**config.mk**
```make
export PLATFORM = sky130hd
export DESIGN_NAME = csr_subsys_top
export DESIGN_NICKNAME = d
export VERILOG_FILES = /design/src/logic/csr_pkg.sv /design/src/logic/csr_regfile.sv /design/src/logic/csr_subsys_top.sv /design/src/logic/exu_csr_unit.sv
export VERILOG_INCLUDE_DIRS = /design/src /design/src/logic
export SDC_FILE = /design/constraint.sdc
export NUM_CORES = 1
export LEC_CHECK = 0
export ABC_AREA = 0
export ABC_CLOCK_PERIOD_IN_PS = 3130
export BUFFER_PORTS_ARGS = -buffer_cell sky130_fd_sc_hd__buf_4
export CELL_PAD_IN_SITES_DETAIL_PLACEMENT = 0
export CELL_PAD_IN_SITES_GLOBAL_PLACEMENT = 1
export CORE_MARGIN = 2
export CORE_UTILIZATION = 46
export DETAILED_ROUTE_END_ITERATION = 12
export PLACE_DENSITY_LB_ADDON = 0.1
export SLEW_MARGIN = 25
export SYNTH_ARGS = -nofsm -noshare
export SYNTH_HDL_FRONTEND = slang
export SYNTH_SLANG_ARGS = --single-unit
```
**constraint.sdc**
```tcl
create_clock -name clk -period 3.13 [get_ports clk]
set_clock_uncertainty 0.15 [all_clocks]
set_input_delay 0.4695 -clock clk [delete_from_list [all_inputs] [get_ports clk]]
set_output_delay 0.4695 -clock clk [all_outputs]
set_load 0.05 [all_outputs]
```
**src/logic/csr_cfg.svh**
```systemverilog
// CSR slice configuration
// data and address widths, CSR addresses and reset values

`ifndef CSR_CFG_SVH
`define CSR_CFG_SVH

// widths
`define XLEN         32
`define CSR_ADDR_W   12
`define REG_ADDR_W   5
`define COMMIT_ID_W  3

// fcsr field widths
`define FFLAGS_W     5
`define FRM_W        3
`define FCSR_RSVD_W  24

// implemented CSR addresses
`define CSR_FFLAGS   12'h001
`define CSR_FRM      12'h002
`define CSR_FCSR     12'h003
`define CSR_MTVEC    12'h305
`define CSR_MSCRATCH 12'h340
`define CSR_MEPC     12'h341
`define CSR_MCYCLE   12'hB00

// only mtvec has a non-zero reset value
`define MTVEC_RESET  32'h0000_0100

`endif

```
**src/logic/csr_pkg.sv**
```systemverilog
// CSR slice types
// issue request, GPR result, CSR write and the fcsr layout

`include "csr_cfg.svh"

package csr_pkg;

    // read-modify-write rule, encoded as funct3[1:0]
    typedef enum logic [1:0] {
        CSR_RW = 2'b01,
        CSR_RS = 2'b10,
        CSR_RC = 2'b11
    } csr_op_e;

    // one issued CSR instruction
    typedef struct packed {
        csr_op_e                  op;
        logic [`CSR_ADDR_W-1:0]   addr;
        logic [`XLEN-1:0]         op1;        // rs1 value or decoded immediate
        logic [`REG_ADDR_W-1:0]   rd;
        logic [`COMMIT_ID_W-1:0]  commit_id;
        logic                     csr_we;     // low for RS/RC with rs1 = x0
        logic                     reg_we;     // low for rd = x0
    } csr_req_t;

    // one CSR write towards the register file
    typedef struct packed {
        logic                     we;
        logic [`CSR_ADDR_W-1:0]   addr;
        logic [`XLEN-1:0]         wdata;
    } csr_wr_t;

    // GPR writeback result
    typedef struct packed {
        logic                     reg_we;
        logic [`REG_ADDR_W-1:0]   rd;
        logic [`XLEN-1:0]         wdata;
        logic [`COMMIT_ID_W-1:0]  commit_id;
    } csr_res_t;

    // fcsr split into its two architectural fields
    typedef struct packed {
        logic [`FCSR_RSVD_W-1:0]  rsvd;       // reads zero
        logic [`FRM_W-1:0]        frm;
        logic [`FFLAGS_W-1:0]     fflags;
    } fcsr_fields_t;

    // same stored word seen raw or by field
    typedef union packed {
        logic [`XLEN-1:0]         raw;
        fcsr_fields_t             fld;
    } fcsr_u;

endpackage

```
**src/logic/csr_regfile.sv**
```systemverilog
// CSR register file
// machine CSRs, free-running mcycle and fcsr with FPU flag accumulation

`timescale 1ns/1ps
`include "csr_cfg.svh"

module csr_regfile (
    input  logic                   clk,
    input  logic                   rst_i,
    input  logic [`CSR_ADDR_W-1:0] rd_addr_i,
    input  csr_pkg::csr_wr_t       csr_wr_i,
    input  logic                   fp_flags_valid_i,
    input  logic [`FFLAGS_W-1:0]   fp_flags_i,       // sticky exception flags
    output logic [`XLEN-1:0]       rd_data_o
);
    import csr_pkg::*;

    logic [`XLEN-1:0] mtvec_q;
    logic [`XLEN-1:0] mscratch_q;
    logic [`XLEN-1:0] mepc_q;
    logic [`XLEN-1:0] mcycle_q;
    fcsr_u            fcsr_q;
    fcsr_u            fcsr_nxt;

    logic             wr_mtvec;
    logic             wr_mscratch;
    logic             wr_mepc;
    logic             wr_mcycle;

    // write decode
    assign wr_mtvec    = csr_wr_i.we & (csr_wr_i.addr == `CSR_MTVEC);
    assign wr_mscratch = csr_wr_i.we & (csr_wr_i.addr == `CSR_MSCRATCH);
    assign wr_mepc     = csr_wr_i.we & (csr_wr_i.addr == `CSR_MEPC);
    assign wr_mcycle   = csr_wr_i.we & (csr_wr_i.addr == `CSR_MCYCLE);

    // read mux
    always_comb begin
        case (rd_addr_i)
            `CSR_FFLAGS:   rd_data_o = {{(`XLEN-`FFLAGS_W){1'b0}}, fcsr_q.fld.fflags};
            `CSR_FRM:      rd_data_o = {{(`XLEN-`FRM_W){1'b0}}, fcsr_q.fld.frm};
            `CSR_FCSR:     rd_data_o = fcsr_q.raw;
            `CSR_MTVEC:    rd_data_o = mtvec_q;
            `CSR_MSCRATCH: rd_data_o = mscratch_q;
            `CSR_MEPC:     rd_data_o = mepc_q;
            `CSR_MCYCLE:   rd_data_o = mcycle_q;
            default:       rd_data_o = '0;   // unimplemented
        endcase
    end

    // software write first, then FPU flags on top
    always_comb begin
        fcsr_nxt = fcsr_q;
        if (csr_wr_i.we) begin
            case (csr_wr_i.addr)
                `CSR_FFLAGS: fcsr_nxt.fld.fflags = csr_wr_i.wdata[`FFLAGS_W-1:0];
                `CSR_FRM:    fcsr_nxt.fld.frm    = csr_wr_i.wdata[`FRM_W-1:0];
                `CSR_FCSR: begin
                    // only frm and fflags exist
                    fcsr_nxt.raw = {{`FCSR_RSVD_W{1'b0}},
                                    csr_wr_i.wdata[`FRM_W+`FFLAGS_W-1:0]};
                end
                default: ;
            endcase
        end
        if (fp_flags_valid_i)
            fcsr_nxt.fld.fflags = fcsr_nxt.fld.fflags | fp_flags_i;   // accrue
    end

    always_ff @(posedge clk) begin
        if (rst_i) begin
            mtvec_q    <= `MTVEC_RESET;
            mscratch_q <= '0;
            mepc_q     <= '0;
            mcycle_q   <= '0;
            fcsr_q     <= '0;
        end else begin
            if (wr_mtvec)    mtvec_q    <= csr_wr_i.wdata;
            if (wr_mscratch) mscratch_q <= csr_wr_i.wdata;
            if (wr_mepc)     mepc_q     <= csr_wr_i.wdata;
            // counts every edge unless software loads it
            if (wr_mcycle)
                mcycle_q <= csr_wr_i.wdata;
            else
                mcycle_q <= mcycle_q + 1'b1;
            fcsr_q <= fcsr_nxt;
        end
    end

    // reserved fcsr bits never get set by any path
    a_fcsr_rsvd: assert property (@(posedge clk) disable iff (rst_i)
        fcsr_q.fld.rsvd == '0);

endmodule

```
**src/logic/csr_subsys_top.sv**
```systemverilog
// CSR subsystem top
// execute unit feeding the CSR register file

`timescale 1ns/1ps
`include "csr_cfg.svh"

module csr_subsys_top (
    input  logic                 clk,
    input  logic                 rst_i,
    // issue side
    input  logic                 req_valid_i,
    input  csr_pkg::csr_req_t    req_i,
    output logic                 stall_o,
    input  logic                 int_assert_i,
    // FPU side
    input  logic                 fflags_pending_i,
    input  logic                 fp_flags_valid_i,
    input  logic [`FFLAGS_W-1:0] fp_flags_i,
    // writeback side
    output csr_pkg::csr_res_t    res_o,
    input  logic                 wb_ready_i
);
    import csr_pkg::*;

    logic [`CSR_ADDR_W-1:0] rd_addr;   // combinational read port
    logic [`XLEN-1:0]       rd_data;
    csr_wr_t                csr_wr;    // one-shot write from the output stage

    exu_csr_unit u_exu_csr_unit (
        .clk              (clk),
        .rst_i            (rst_i),
        .req_valid_i      (req_valid_i),
        .req_i            (req_i),
        .rd_data_i        (rd_data),
        .int_assert_i     (int_assert_i),
        .fflags_pending_i (fflags_pending_i),
        .wb_ready_i       (wb_ready_i),
        .rd_addr_o        (rd_addr),
        .stall_o          (stall_o),
        .csr_wr_o         (csr_wr),
        .res_o            (res_o)
    );

    csr_regfile u_csr_regfile (
        .clk              (clk),
        .rst_i            (rst_i),
        .rd_addr_i        (rd_addr),
        .csr_wr_i         (csr_wr),
        .fp_flags_valid_i (fp_flags_valid_i),
        .fp_flags_i       (fp_flags_i),
        .rd_data_o        (rd_data)
    );

endmodule

```
**src/logic/exu_csr_unit.sv**
```systemverilog
// CSR execute unit
// read-modify-write with forwarding, kill and stall, one-deep output stage

`timescale 1ns/1ps
`include "csr_cfg.svh"

module exu_csr_unit (
    input  logic                   clk,
    input  logic                   rst_i,
    input  logic                   req_valid_i,
    input  csr_pkg::csr_req_t      req_i,
    input  logic [`XLEN-1:0]       rd_data_i,        // regfile read of rd_addr_o
    input  logic                   int_assert_i,     // kills the current request
    input  logic                   fflags_pending_i, // FPU flags still in flight
    input  logic                   wb_ready_i,
    output logic [`CSR_ADDR_W-1:0] rd_addr_o,
    output logic                   stall_o,
    output csr_pkg::csr_wr_t       csr_wr_o,
    output csr_pkg::csr_res_t      res_o
);
    import csr_pkg::*;

    logic                    valid_op;   // request not killed
    logic                    fp_access;  // touches fflags/frm/fcsr
    logic                    load_en;    // output stage may take a new item
    logic                    take;       // instruction accepted this edge
    logic [`XLEN-1:0]        old_val;
    logic [`XLEN-1:0]        new_val;

    // control flops
    logic                    res_we_q;
    logic                    wr_we_q;
    // payload flops
    logic [`REG_ADDR_W-1:0]  res_rd_q;
    logic [`XLEN-1:0]        res_wdata_q;
    logic [`COMMIT_ID_W-1:0] res_cid_q;
    logic [`CSR_ADDR_W-1:0]  wr_addr_q;
    logic [`XLEN-1:0]        wr_wdata_q;

    // view of a read address after a pending write, fcsr aliases included
    function automatic logic [`XLEN-1:0] fwd_view(
        input logic [`CSR_ADDR_W-1:0] waddr,
        input logic [`XLEN-1:0]       wdata,
        input logic [`CSR_ADDR_W-1:0] raddr,
        input logic [`XLEN-1:0]       cur
    );
        logic [`XLEN-1:0] v;
        v = cur;
        case (raddr)
            `CSR_FFLAGS: begin
                if (waddr == `CSR_FFLAGS || waddr == `CSR_FCSR)
                    v = {{(`XLEN-5){1'b0}}, wdata[4:0]};
            end
            `CSR_FRM: begin
                if (waddr == `CSR_FRM)
                    v = {{(`XLEN-3){1'b0}}, wdata[2:0]};
                else if (waddr == `CSR_FCSR)
                    v = {{(`XLEN-3){1'b0}}, wdata[7:5]};   // frm sits above fflags
            end
            `CSR_FCSR: begin
                if (waddr == `CSR_FCSR)
                    v = {{(`XLEN-8){1'b0}}, wdata[7:0]};
                else if (waddr == `CSR_FFLAGS)
                    v = {{(`XLEN-8){1'b0}}, cur[7:5], wdata[4:0]};
                else if (waddr == `CSR_FRM)
                    v = {{(`XLEN-8){1'b0}}, wdata[2:0], cur[4:0]};
            end
            `CSR_MTVEC, `CSR_MSCRATCH, `CSR_MEPC, `CSR_MCYCLE: begin
                if (waddr == raddr) v = wdata;
            end
            default: ;  // unimplemented reads stay zero
        endcase
        return v;
    endfunction

    assign rd_addr_o = req_i.addr;

    assign valid_op  = req_valid_i & ~int_assert_i;
    assign fp_access = valid_op & ((req_i.addr == `CSR_FFLAGS) | (req_i.addr == `CSR_FRM) |
                                   (req_i.addr == `CSR_FCSR));
    assign load_en   = wb_ready_i | ~res_we_q;

    // held result with a waiting request, or FP CSR access behind pending flags
    assign stall_o = (valid_op & res_we_q & ~wb_ready_i) | (fp_access & fflags_pending_i);
    assign take    = valid_op & ~stall_o;     // implies load_en

    // old value, forwarded when the write stage still holds a write
    always_comb begin
        old_val = rd_data_i;
        if (wr_we_q)
            old_val = fwd_view(wr_addr_q, wr_wdata_q, req_i.addr, rd_data_i);
    end

    always_comb begin
        case (req_i.op)
            CSR_RW:  new_val = req_i.op1;
            CSR_RS:  new_val = old_val | req_i.op1;
            CSR_RC:  new_val = old_val & ~req_i.op1;
            default: new_val = old_val;        // no change
        endcase
    end

    always_ff @(posedge clk) begin
        if (rst_i) begin
            res_we_q <= 1'b0;
            wr_we_q  <= 1'b0;
        end else begin
            if (load_en) res_we_q <= take & req_i.reg_we;
            wr_we_q <= take & req_i.csr_we;    // drops right after its commit edge
        end
    end

    always_ff @(posedge clk) begin
        if (load_en) begin
            res_rd_q    <= req_i.rd;
            res_cid_q   <= req_i.commit_id;
            res_wdata_q <= take ? old_val : '0;   // killed or idle gives zero
            wr_addr_q   <= req_i.addr;
            wr_wdata_q  <= take ? new_val : '0;
        end
    end

    assign res_o    = '{reg_we: res_we_q, rd: res_rd_q, wdata: res_wdata_q,
                        commit_id: res_cid_q};
    assign csr_wr_o = '{we: wr_we_q, addr: wr_addr_q, wdata: wr_wdata_q};

    // writeback sees a frozen result until it takes it
    a_res_held: assert property (@(posedge clk) disable iff (rst_i)
        (res_o.reg_we && !wb_ready_i) |=> $stable(res_o));

    // a stalled request stays on the issue port until it is taken
    a_stall_req: assert property (@(posedge clk) disable iff (rst_i)
        stall_o |=> (req_valid_i && $stable(req_i)));

endmodule

```
==> results.rst <==
.. list-table::
   :header-rows: 1

   * - Metric
     - Value
   * - Count of buffering cells on the critical path with inverters included
     - 4
   * - RSZ-0062 raised after global routing
     - false
   * - Sort of element at the end of the critical path
     - output pin
   * - Port Buffer Count
     - 109
   * - Number of distinct standard cells referenced by the synthesized netlist
     - 66
   * - Final-report max-slew violation count
     - 0
   * - Sequential-to-total area share from yosys stat
     - 46.6%
   * - Number of vias per cell
     - 6.03
   * - TritonCTS buffer count
     - 25
   * - Critical path type
     - in2out
   * - Cells after synthesis
     - 1249
   * - Count of standard-cell rows
     - 57
   * - Vias in the first global route
     - 9569
   * - Proportion of power drawn by combinational gates
     - 8.1%
   * - Width of the chip
     - 161 um
   * - Sink count of the clock tree
     - 222
   * - CTS tree
     - done
   * - Worst-case clock buffer depth
     - 3
   * - Pin count of the biggest net entering global routing
     - 85
   * - FF/Latch Area
     - 0.00529 sq mm
   * - Main synth FF type
     - dfxtp_1
   * - Fraction of registers with async set or reset after synthesis
     - 0%
   * - Total wirelength of the detailed-routed design
     - 35.1 mm
   * - Highest attainable clock frequency
     - 0.329 GHz
   * - Largest delay share family, worst path
     - buffers and inverters
   * - GRT Resource Usage Total
     - 26.6%
   * - Average cell area after synthesis
     - 9.07 sq um
   * - Wirelength per Cell
     - 20.5 um
   * - Master of the slowest instance on the critical path
     - dlygate4sd3_1
   * - Main area contributors after synthesis
     - dfxtp_1 (24%), edfxtp_1 (22%), nand2_1 (6.1%)
   * - Number of flops mapped to enable cells by yosys
     - 84
   * - Net switching fraction of the power
     - 24.6%
   * - Transition time at the pin with the least slew margin
     - 613 ps
   * - Required time at the endpoint of the critical path
     - 2510 ps
   * - Insertion delay to the later sink of the worst-skew pair
     - 530 ps
   * - Yosys Warn Count
     - 0
   * - Element type at the critical path start
     - input port
   * - Highest cell delay on the worst timing path
     - 540 ps
   * - Worst rel slew slack
     - 58.7%
   * - Remaining Overflow, GRT
     - 0
   * - Internal Dissipation
     - 4860 uW
   * - Gp weighted congestion
     - 0.882
   * - Sequential fraction of design power
     - 48.7%
   * - Setup TNS after final layout
     - 0 ps
   * - Total Die Area
     - 0.0259 sq mm
   * - Count of TritonRoute iterations in the first routing pass
     - 6
   * - Net Switching
     - 1590 uW
   * - Nets in the synthesized netlist
     - 1318
   * - Proportion of layout cells with a drive suffix above 1
     - 16.8%
   * - Clock-pin slew reported for the worst setup and hold paths after clock tree synthesis
     - 60 ps
   * - Number of design-rule violations left by the first detailed-router iteration
     - 891
   * - Die Height
     - 161 um
   * - Io pins
     - 110
   * - Initial antenna violation count
     - 0
   * - Critical path's most frequent cell
     - buf_4
   * - Library cell occupying the most area in the post-synthesis netlist
     - dfxtp_1
   * - Final-layout fill cell count
     - 2219
   * - Leakage power
     - 0.00493 uW
   * - Layout net count
     - 1436
   * - Area growth syn-to-layout
     - 21.2%
   * - Cell area power density
     - 470 mW/mm^2
   * - Half-perimeter wire length after detailed placement
     - 21.8 mm
   * - Outcome
     - finished clean
   * - Flip-flop and latch count after synthesis
     - 222
   * - Initial standard-cell utilization of the core
     - 46.7%
   * - Remaining number of nets flagged by the antenna check after routing
     - 0
   * - H-tree levels
     - 1
   * - Total count of hold-check failures in the final report
     - 0
   * - Cells traversed along the worst timing path
     - dlygate4sd3_1 -> buf_4 -> or3_4 -> nor3_4 -> buf_4 -> nand3_1 -> a21oi_4 -> buf_4
   * - N_diodes
     - 0
   * - Critical-path maximum fanout
     - 4
   * - Netlist area before placement
     - 0.0113 sq mm
   * - Max VDD drop
     - 294 uV
   * - Placement-stage cell area
     - 0.0128 sq mm
   * - Final setup violating endpoints
     - 0
   * - Period utilization
     - 97.1%
   * - HP Class
     - in2reg
   * - Max-Cap Viols
     - 0
   * - Arrival time at the worst endpoint
     - 2420 ps
   * - Area taken by multi-input logic gates
     - 0.00568 sq mm
   * - Share of power burned in the clock network
     - 43.2%
   * - Final critical path time including I/O delays and setup
     - 3040 ps
   * - DRC violations left
     - 0
   * - Placeable core area
     - 0.0242 sq mm
   * - Via total after detailed routing
     - 10.3k
   * - First-pass GRT wire length
     - 55.0 mm
   * - Post-layout instance area
     - 0.0137 sq mm
   * - Area share of the largest cell type after synthesis
     - 24.4%
   * - Commonest cells in the synthesized netlist
     - nand2_1 (185), dfxtp_1 (138), nor2_1 (127)
   * - Leading cell type by number of instances after synthesis
     - nand2_1
   * - Root Driver
     - clkbuf_16
[power groups by stage]
stage | registers [uW] | logic [uW] | clock network, uW
final | 3140 | 520 | 2790
after global routing | 3150 | 557 | 2950
after CTS | 3140 | 516 | 2830
after detailed placement | 3200 | 501 | 0
after global placement | 3200 | 497 | 0
after floorplan | 3220 | 232 | 0
[placed cells by master (no fill, tap or decap), drive strengths merged, types with 4 or more instances in the layout]
| cell type | instances |
|---|---|
| nand3 | 55 |
| nor4 | 14 |
| a221o | 4 |
| o211ai | 9 |
| edfxtp | 84 |
| and2 | 5 |
| o21ai | 33 |
| mux2i | 65 |
| nand3b | 5 |
| and3 | 12 |
| nand4 | 13 |
| clkinv | 7 |
| xnor2 | 9 |
| nor2 | 127 |
| a21oi | 107 |
| mux2 | 4 |
| a211oi | 33 |
| buf | 169 |
| dlygate4sd3 | 14 |
| a32oi | 4 |
| a22oi | 55 |
| clkbuf | 38 |
| nor3 | 7 |
| nand2 | 187 |
| nor2b | 6 |
| a22o | 31 |
| a221oi | 28 |
| o22ai | 26 |
| and4 | 5 |
| dfxtp | 138 |
| inv | 10 |
| nand2b | 7 |
| or2 | 4 |
| xor2 | 33 |
[repair_timing]
item,in CTS,in global routing
buffers inserted,0,0
gates resized for setup,0,1
hold buffers,14,0
endpoints found under the hold margin,14,0
setup endpoints to repair,0,9
[area by class of cell]
cell class                 instances  share of cell area, %
clock buffer                      38                   5.06
inverter                          11                  0.328
clock inverter                     8                  0.474
multi-input combinational        924                   41.3
timing repair buffer             183                   11.4
sequential                       222                   38.5
tap                              324                   2.95
[state kept, by name (all words and copies together) (netlist names)]
signal	flops
u_csr_regfile.mtvec_q	32
u_exu_csr_unit.wr_wdata_q	32
u_csr_regfile.fcsr_q	8
u_csr_regfile.mcycle_q	32
u_csr_regfile.mepc_q	32
u_exu_csr_unit.res_rd_q	5
u_exu_csr_unit.wr_addr_q	12
u_exu_csr_unit.res_we_q	1
u_exu_csr_unit.res_wdata_q	32
u_csr_regfile.mscratch_q	32
u_exu_csr_unit.res_cid_q	3
u_exu_csr_unit.wr_we_q	1
[worst paths after layout]
path	slack, ps	cells past startpoint	endpoint	startpoint
setup / recovery	90	8	stall_o	req_i[45]
hold / removal	10	1	u_exu_csr_unit.wr_addr_q[4]	req_i[46]
setup reg to reg	290	8	u_exu_csr_unit.wr_wdata_q[19]	u_exu_csr_unit.wr_addr_q[7]
hold reg to reg	300	2	u_csr_regfile.mtvec_q[22]	u_csr_regfile.mtvec_q[22]
[cells by family (layout without fill, tap and decap cells)]
family / count (synthesis) / count (layout) / synth area share [%]
flip-flops: 222 / 222 / 46.6
multiplexers: 69 / 69 / 6.14
XOR/XNOR: 42 / 42 / 3.25
AO/OA/AOI/OAI: 355 / 355 / 21.3
AND/OR/NAND/NOR: 457 / 457 / 18.7
adder cells (fa/ha/maj): 1 / 1 / 0.110
buffers and inverters: 103 / 240 / 3.90
[layer usage]
layer / up-vias / GRT usage (%) / share of wire, %
met1: 4943 / 39.8 / 47
met2: 434 / 40.4 / 43
li1: 4877 / - / -
met3: 59 / 4.42 / 7.9
met4: 0 / 6.13 / 1.7
met5: - / 0 / 0
[metrics by stage]
step	power [uW]	setup slack [ps]	std cells	util (%)	hold WS (ps)
floorplan	3450	27.8	1249	-	282
global placement	3700	114	1650	52.9	287
detailed placement	3700	87.5	1650	52.9	293
CTS	6490	25.2	1710	56.6	1.50
global route	6660	44.2	1710	56.6	8.86
finish	6450	91.0	1710	56.6	12.2
No activity file was read; power rests on OpenSTA's default activity.
